[src/verilog/spiMemoryPkg.sv]
package spiMemoryPkg;

  // transaction geometry
  localparam int addrBits = 7;  // address bits per transaction
  localparam int wordBits = 8;  // memory word and shift register width
  localparam int memWords = 2 ** addrBits;  // one word per address

  // controller sequencing
  typedef enum logic [2:0] {
    idle,          // waiting for chip select
    getAddress,    // shifting in address bits
    getReadWrite,  // waiting on the read/write bit
    loadRead,      // r/w bit now sits in shift register bit 0
    sendData,      // driving read data out on miso
    getData,       // shifting in write data
    commitWrite    // one cycle write into the memory
  } ctrlState;

endpackage
[src/verilog/dataMemory.sv]
`timescale 1ns/100ps

module dataMemory (
  input  logic                              clk,
  input  logic                              reset,
  input  logic                              addrLoad,   // capture addressIn
  input  logic [spiMemoryPkg::addrBits-1:0] addressIn,
  input  logic                              memWrite,   // write writeData at stored address
  input  logic [spiMemoryPkg::wordBits-1:0] writeData,
  output logic [spiMemoryPkg::wordBits-1:0] readData   // word at stored address
);

  logic [spiMemoryPkg::addrBits-1:0] address;  // held for the whole transaction
  logic [spiMemoryPkg::wordBits-1:0] memory [spiMemoryPkg::memWords];

  always_ff @(posedge clk) begin
    if (reset) begin
      address <= '0;
    end else if (addrLoad) begin
      address <= addressIn;
    end
  end

  // storage, zeroed at reset so unwritten words read back as 0
  always_ff @(posedge clk) begin
    if (reset) begin
      for (int i = 0; i < spiMemoryPkg::memWords; i++) begin
        memory[i] <= '0;
      end
    end else if (memWrite) begin
      memory[address] <= writeData;
    end
  end

  // async read, valid the cycle after addrLoad
  assign readData = memory[address];

endmodule

[src/verilog/inputConditioner.sv]
`timescale 1ns/100ps

module inputConditioner #(
  parameter int   waitTime   = 3,    // stable cycles required before adopting a change
  parameter logic resetLevel = 1'b0  // conditioned value after reset
) (
  input  logic clk,
  input  logic reset,
  input  logic noisy,         // raw asynchronous pin
  output logic conditioned,   // filtered level
  output logic positiveEdge,  // one cycle pulse on conditioned rising
  output logic negativeEdge   // one cycle pulse on conditioned falling
);

  localparam int cntBits = $clog2(waitTime + 1);
  localparam logic [cntBits-1:0] cntLimit = cntBits'(waitTime);

  logic                syncFirst;   // metastability catcher
  logic                syncSecond;  // safe to use from here on
  logic [cntBits-1:0]  stableCount;  // cycles that syncSecond has disagreed

  always_ff @(posedge clk) begin
    if (reset) begin
      syncFirst    <= resetLevel;
      syncSecond   <= resetLevel;
      conditioned  <= resetLevel;
      stableCount  <= '0;
      positiveEdge <= 1'b0;
      negativeEdge <= 1'b0;
    end else begin
      syncFirst    <= noisy;
      syncSecond   <= syncFirst;
      positiveEdge <= 1'b0;  // pulses default low
      negativeEdge <= 1'b0;
      if (syncSecond == conditioned) begin
        stableCount <= '0;  // glitch over or no change, start again
      end else if (stableCount == cntLimit) begin
        // held long enough, take it
        conditioned  <= syncSecond;
        stableCount  <= '0;
        positiveEdge <= syncSecond;
        negativeEdge <= ~syncSecond;
      end else begin
        stableCount <= stableCount + 1'b1;
      end
    end
  end

endmodule

[src/verilog/shiftRegister.sv]
`timescale 1ns/100ps

module shiftRegister (
  input  logic                              clk,
  input  logic                              reset,
  input  logic                              sampleStrobe,  // sclk rising, take serialIn
  input  logic                              shiftStrobe,   // sclk falling, update serialOut
  input  logic                              serialIn,
  input  logic                              parallelLoad,  // load parallelIn, wins over sample
  input  logic [spiMemoryPkg::wordBits-1:0] parallelIn,
  output logic [spiMemoryPkg::wordBits-1:0] parallelOut,
  output logic                              serialOut
);

  localparam int topBit = spiMemoryPkg::wordBits - 1;

  logic [spiMemoryPkg::wordBits-1:0] buffer;  // the shift chain itself

  assign parallelOut = buffer;

  // shift chain, msb first, new bits enter at bit 0
  always_ff @(posedge clk) begin
    if (reset) begin
      buffer <= '0;
    end else if (parallelLoad) begin
      buffer <= parallelIn;
    end else if (sampleStrobe) begin
      buffer <= {buffer[topBit-1:0], serialIn};  // left shift moves next bit to the top
    end
  end

  // miso output stage
  // first read bit shows up straight from the load, the rest on falling edges
  always_ff @(posedge clk) begin
    if (reset) begin
      serialOut <= 1'b0;
    end else if (parallelLoad) begin
      serialOut <= parallelIn[topBit];  // bit 7 ready before the next falling edge
    end else if (shiftStrobe) begin
      serialOut <= buffer[topBit];
    end
  end

endmodule

[src/verilog/spiControl.sv]
`timescale 1ns/100ps

module spiControl (
  input  logic clk,
  input  logic reset,
  input  logic chipSelectN,   // conditioned cs level that is high between transactions
  input  logic sampleStrobe,  // sclk rising
  input  logic shiftStrobe,   // sclk falling
  input  logic readWriteBit,  // shift register bit 0
  output logic addrLoad,      // capture address into memory
  output logic parallelLoad,  // load read word into shift register
  output logic memWrite,      // write shift register contents into memory
  output logic misoEnable     // slave owns the miso line
);

  localparam int countBits = $clog2(spiMemoryPkg::wordBits + 2);

  // counter end values for each phase
  localparam logic [countBits-1:0] lastAddr  = countBits'(spiMemoryPkg::addrBits - 1);
  localparam logic [countBits-1:0] lastData  = countBits'(spiMemoryPkg::wordBits - 1);
  localparam logic [countBits-1:0] lastShift = countBits'(spiMemoryPkg::wordBits);

  spiMemoryPkg::ctrlState state;
  logic [countBits-1:0]   bitCount;  // strobes seen in the current phase

  logic readSelected;  // r/w bit decoded as read in the loadRead cycle

  assign readSelected = (state == spiMemoryPkg::loadRead) && readWriteBit;

  always_ff @(posedge clk) begin
    if (reset) begin
      state    <= spiMemoryPkg::idle;
      bitCount <= '0;
      addrLoad <= 1'b0;
    end else if (chipSelectN) begin
      // cs high aborts whatever is going on
      state    <= spiMemoryPkg::idle;
      bitCount <= '0;
      addrLoad <= 1'b0;
    end else begin
      addrLoad <= 1'b0;  // single cycle pulse
      case (state)
        spiMemoryPkg::idle: begin
          state    <= spiMemoryPkg::getAddress;  // cs is low here
          bitCount <= '0;
        end
        spiMemoryPkg::getAddress: begin
          if (sampleStrobe) begin
            if (bitCount == lastAddr) begin
              state    <= spiMemoryPkg::getReadWrite;
              bitCount <= '0;
              addrLoad <= 1'b1;  // address bits are in place next cycle
            end else begin
              bitCount <= bitCount + 1'b1;
            end
          end
        end
        spiMemoryPkg::getReadWrite: begin
          if (sampleStrobe) state <= spiMemoryPkg::loadRead;  // bit lands in bit 0 now
        end
        spiMemoryPkg::loadRead: begin
          // decide on the settled r/w bit
          state <= readWriteBit ? spiMemoryPkg::sendData : spiMemoryPkg::getData;
        end
        spiMemoryPkg::sendData: begin
          // first falling edge closes the r/w bit, then one per data bit
          if (shiftStrobe) begin
            if (bitCount == lastShift) begin
              state    <= spiMemoryPkg::idle;
              bitCount <= '0;
            end else begin
              bitCount <= bitCount + 1'b1;
            end
          end
        end
        spiMemoryPkg::getData: begin
          if (sampleStrobe) begin
            if (bitCount == lastData) begin
              state    <= spiMemoryPkg::commitWrite;  // full byte is in
              bitCount <= '0;
            end else begin
              bitCount <= bitCount + 1'b1;
            end
          end
        end
        spiMemoryPkg::commitWrite: begin
          state <= spiMemoryPkg::idle;
        end
        default: begin
          state    <= spiMemoryPkg::idle;
          bitCount <= '0;
        end
      endcase
    end
  end

  // decoded controls
  assign parallelLoad = readSelected;  // same cycle as the decision
  assign memWrite     = ~chipSelectN && (state == spiMemoryPkg::commitWrite);  // no write on abort
  assign misoEnable   = ~chipSelectN &&
                        (readSelected || (state == spiMemoryPkg::sendData));  // drops with cs

endmodule

[src/verilog/spiMemory.sv]
`timescale 1ns/100ps

module spiMemory #(
  parameter int waitTime = 3  // conditioner filter length in clk cycles
) (
  input  logic clk,
  input  logic reset,
  input  logic sclkPin,     // spi clock from master, async
  input  logic csPin,       // chip select, active low, async
  input  logic mosiPin,     // master data in, async
  output logic misoPin,     // slave data out
  output logic misoEnable   // pad enable for misoPin
);

  logic sampleStrobe;  // sclk rise
  logic shiftStrobe;   // sclk fall
  logic chipSelectN;
  logic mosiBit;

  logic addrLoad;
  logic parallelLoad;
  logic memWrite;

  logic [spiMemoryPkg::wordBits-1:0] shiftData;  // shift register contents
  logic [spiMemoryPkg::wordBits-1:0] readData;   // addressed memory word

  // pin conditioning
  inputConditioner #(.waitTime(waitTime), .resetLevel(1'b0)) i_sclkConditioner (
    .clk          (clk),
    .reset        (reset),
    .noisy        (sclkPin),
    .conditioned  (),
    .positiveEdge (sampleStrobe),
    .negativeEdge (shiftStrobe)
  );

  inputConditioner #(.waitTime(waitTime), .resetLevel(1'b1)) i_csConditioner (
    .clk          (clk),
    .reset        (reset),
    .noisy        (csPin),
    .conditioned  (chipSelectN),  // idles high, no transaction
    .positiveEdge (),
    .negativeEdge ()
  );

  inputConditioner #(.waitTime(waitTime), .resetLevel(1'b0)) i_mosiConditioner (
    .clk          (clk),
    .reset        (reset),
    .noisy        (mosiPin),
    .conditioned  (mosiBit),
    .positiveEdge (),
    .negativeEdge ()
  );

  shiftRegister i_shiftRegister (
    .clk          (clk),
    .reset        (reset),
    .sampleStrobe (sampleStrobe),
    .shiftStrobe  (shiftStrobe),
    .serialIn     (mosiBit),
    .parallelLoad (parallelLoad),
    .parallelIn   (readData),
    .parallelOut  (shiftData),
    .serialOut    (misoPin)
  );

  spiControl i_spiControl (
    .clk          (clk),
    .reset        (reset),
    .chipSelectN  (chipSelectN),
    .sampleStrobe (sampleStrobe),
    .shiftStrobe  (shiftStrobe),
    .readWriteBit (shiftData[0]),  // last bit shifted in
    .addrLoad     (addrLoad),
    .parallelLoad (parallelLoad),
    .memWrite     (memWrite),
    .misoEnable   (misoEnable)
  );

  dataMemory i_dataMemory (
    .clk       (clk),
    .reset     (reset),
    .addrLoad  (addrLoad),
    .addressIn (shiftData[spiMemoryPkg::addrBits-1:0]),  // seven address bits at the bottom
    .memWrite  (memWrite),
    .writeData (shiftData),
    .readData  (readData)
  );

endmodule

[config.mk]
export PLATFORM = sky130hd
export DESIGN_NAME = spiMemory
export DESIGN_NICKNAME = d
export VERILOG_FILES = /design/src/verilog/spiMemoryPkg.sv /design/src/verilog/dataMemory.sv /design/src/verilog/inputConditioner.sv /design/src/verilog/shiftRegister.sv /design/src/verilog/spiControl.sv /design/src/verilog/spiMemory.sv
export SDC_FILE = /design/constraint.sdc
export NUM_CORES = 2
export LEC_CHECK = 0
export BUFFER_PORTS_ARGS = -buffer_cell sky130_fd_sc_hd__buf_2
export CORE_ASPECT_RATIO = 1.75
export CORE_MARGIN = 1.5
export CORE_UTILIZATION = 45
export CTS_CLUSTER_DIAMETER = 80
export DETAILED_ROUTE_END_ITERATION = 10
export GPL_ROUTABILITY_DRIVEN = 0
export SYNTH_ARGS = -nofsm -noshare
export SYNTH_HDL_FRONTEND = slang
export SYNTH_SLANG_ARGS = --single-unit
export TNS_END_PERCENT = 100
[constraint.sdc]
create_clock -name clk -period 3.05 [get_ports clk]
set_input_delay 0.61 -clock clk [delete_from_list [all_inputs] [get_ports clk]]
set_output_delay 0.61 -clock clk [all_outputs]
set_load 0.03 [all_outputs]
==> results.ini <==
[status]
outcome = completed

[critical_path]
crit_path_frequent_cell = buf_12
critPathSlowestCell = a22oi_1
reg2reg_depth = 8
cp-start-kind = register
critPathRequiredTime_ps = 3590
crit_path_end_kind = register
slowest_delay_ps = 600
critical_path_class = reg2reg
crit_fanout = 17
cp.arrival_ps = 3530
path_buf_inv = 2
cp.depth = 8
crit_chain = buf_12 > buf_12 > mux4_2 > mux2_2 > a22oi_1 > o211ai_1 > a31oi_1 > a2111oi_0
cpLargestDelayFamily = compound AO/OA/AOI/OAI gates

[routing]
num_vias = 28300
drt_iter0_drc = 2546
firstDrtPassIters = 5
vias_per_cell = 5.61
drt-total-wl_um = 140000
postRouteAntennaNets = 0
drc = 0
wl_per_cell_um = 27.8

[timing]
fin_crit_sh_pct = 97.8
relSlewSlack_pct = 32.0
finalClockSkew_ps = 28.0
hold_slack_ps = 85.5
worstMarginPinSlew_ps = 1020
finalHoldViolCount = 0
setup_viol = 0
finalMaxSlewViolations = 0
grt_setup_unrepaired = false
fin_crit_ps = 2980
fmax_mhz = 335
tns_ps = 0

[logic_synthesis]
synth_edf_count = 1024
synth_ff_type = edfxtp_1
synth_largest_area_cell = edfxtp_1
synth_top_area_share_pct = 62.1
synthTopCellsByArea = edfxtp_1, and2_1, mux4_2, mux2i_1, dfxtp_1
async_flop_share_pct = 0
synthCells = 3396
yosysMostFrequentCell = and2_1
syn_nets = 3407
ys_ff_latch = 1072
syn_area_per_cell_sq_um = 14.6
netlist_area_sq_um = 49600
synthTopCellsByCount = and2_1, edfxtp_1, mux4_2
yosysWarnings = 0
synth.distinct_cells = 56
seq_area_frac_synth_pct = 64.0

[global_routing]
grt_pass1_wl_um = 203000
grt_overflow_total = 0
grt_usage_pct = 25.3
antenna_found_initial = 3
grt_pass1_vias = 29700
grt_start_max_net_pins = 160

[die]
die_h_um = 442
initial_core_util_pct = 45.5
die_x_um = 254
dieArea_sq_um = 112000
core-area_sq_um = 109000
row_count = 160
pin_count = 7

[worst_hold_path]
min_path_cells = 2
hold_start = csPin
hp-class = in2reg

[cts]
tritoncts = built
h-tree-depth = 3
clock_latency_ps = 710
cts_buffers = 95
cts_setup_buffers = 0
clock-sinks = 1072
clockBufferDepth = 3
cts.clk_slew.worst_paths_ps = 70
cts_repair_resize_count = 0
cts_hold_buf = 0
cts-root-buf = clkbuf_16

[pwr]
total_power_mw = 29.7
irDropWorstVdd_mv = 0.439
powerDensity_nw_per_um2 = 533
p_leak_nw = 19.5

[layout]
syn_to_final_growth_pct = 12.5
fill_cells = 9163
num-nets-final = 3514
drive_gt1_share_pct = 21.3
multiInputGateArea_sq_um = 16700
utilization_pct = 51.2
seqCellArea_sq_um = 31800

[job]
drv_cap = 0

[place]
portBuffers = 6
dp_hpwl_um = 95800

## layout make-up
cell class / instances / share of cell area, %
inverters: 9 / 0.0606
clock inverters: 58 / 1.06
multi-input cells: 2070 / 30.0
flip-flops and latches: 1072 / 57.0
well taps: 1458 / 3.27
clock buffers: 116 / 4.46
diodes: 1 / 0.00449
repair buffers: 255 / 4.18
## sequential cells by signal, indices dropped and copies added (netlist names), 2 cells and up, named ones only
name                           count
i_spiControl.bitCount              4
i_spiControl.state                 3
i_shiftRegister.parallelOut        8
i_dataMemory.memory             1024
i_csConditioner.stableCount        2
i_mosiConditioner.stableCount      2
i_sclkConditioner.stableCount      2
i_dataMemory.address               7
## metal layers
layer	up-vias	track usage, %	wire length [um]
li1	12600	-	-
met2	846	45.6	74900
met1	14500	27.7	48800
met3	310	3.81	6570
met5	-	0	12
met4	2	15.7	9930
## report_power, final
part,internal (mW),switching (mW)
clock,6.75,5.51
sequential,16.5,0.158
combinational,0.251,0.501
total,23.5,6.17
## through the flow
step	worst slack [ps]	area [sq um]	std cells
after floorplan	609	49600	3396
after global placement	171	52600	4864
after detailed placement	177	52600	4864
after CTS	78.9	55700	5038
after global routing	15.4	55700	5039
final	66.7	55700	5039
## worst paths after layout
path                                                                     to  slack [ps]
worst max-delay path            i_shiftRegister.parallelOut[6]$_SDFFE_PP0P_          70
worst min-delay path                   i_csConditioner.syncFirst$_SDFF_PP1_          90
worst max register to register  i_shiftRegister.parallelOut[6]$_SDFFE_PP0P_          70
worst min register to register        i_csConditioner.syncSecond$_SDFF_PP1_         420
## cell usage in the layout, fill, tap and decap left out, drive strengths merged, types with 7 or more instances in the layout
cell	instances
and2	1029
edfxtp	1024
buf	255
mux4	204
mux2i	185
nor2	181
or2	132
clkbuf	116
a22oi	72
dfxtp	48
a21oi	42
nand2	37
clkinv	35
nor2b	23
mux2	15
nand3	12
inv	12
nor3	11
bufinv	11
nand2b	9
o22ai	9
a2111oi	9
clkinvlp	9
a22o	8
nand3b	7
o21ai	7
## cells by family after synthesis
group | synth area share (%)
xor+xnor | 0.0530
buf+inv | 2.30
flops | 64.0
simple gates | 17.3
fa+ha+maj | 0.151
compound gates | 2.82
mux | 13.3
Power figures use the tool's default switching activity.
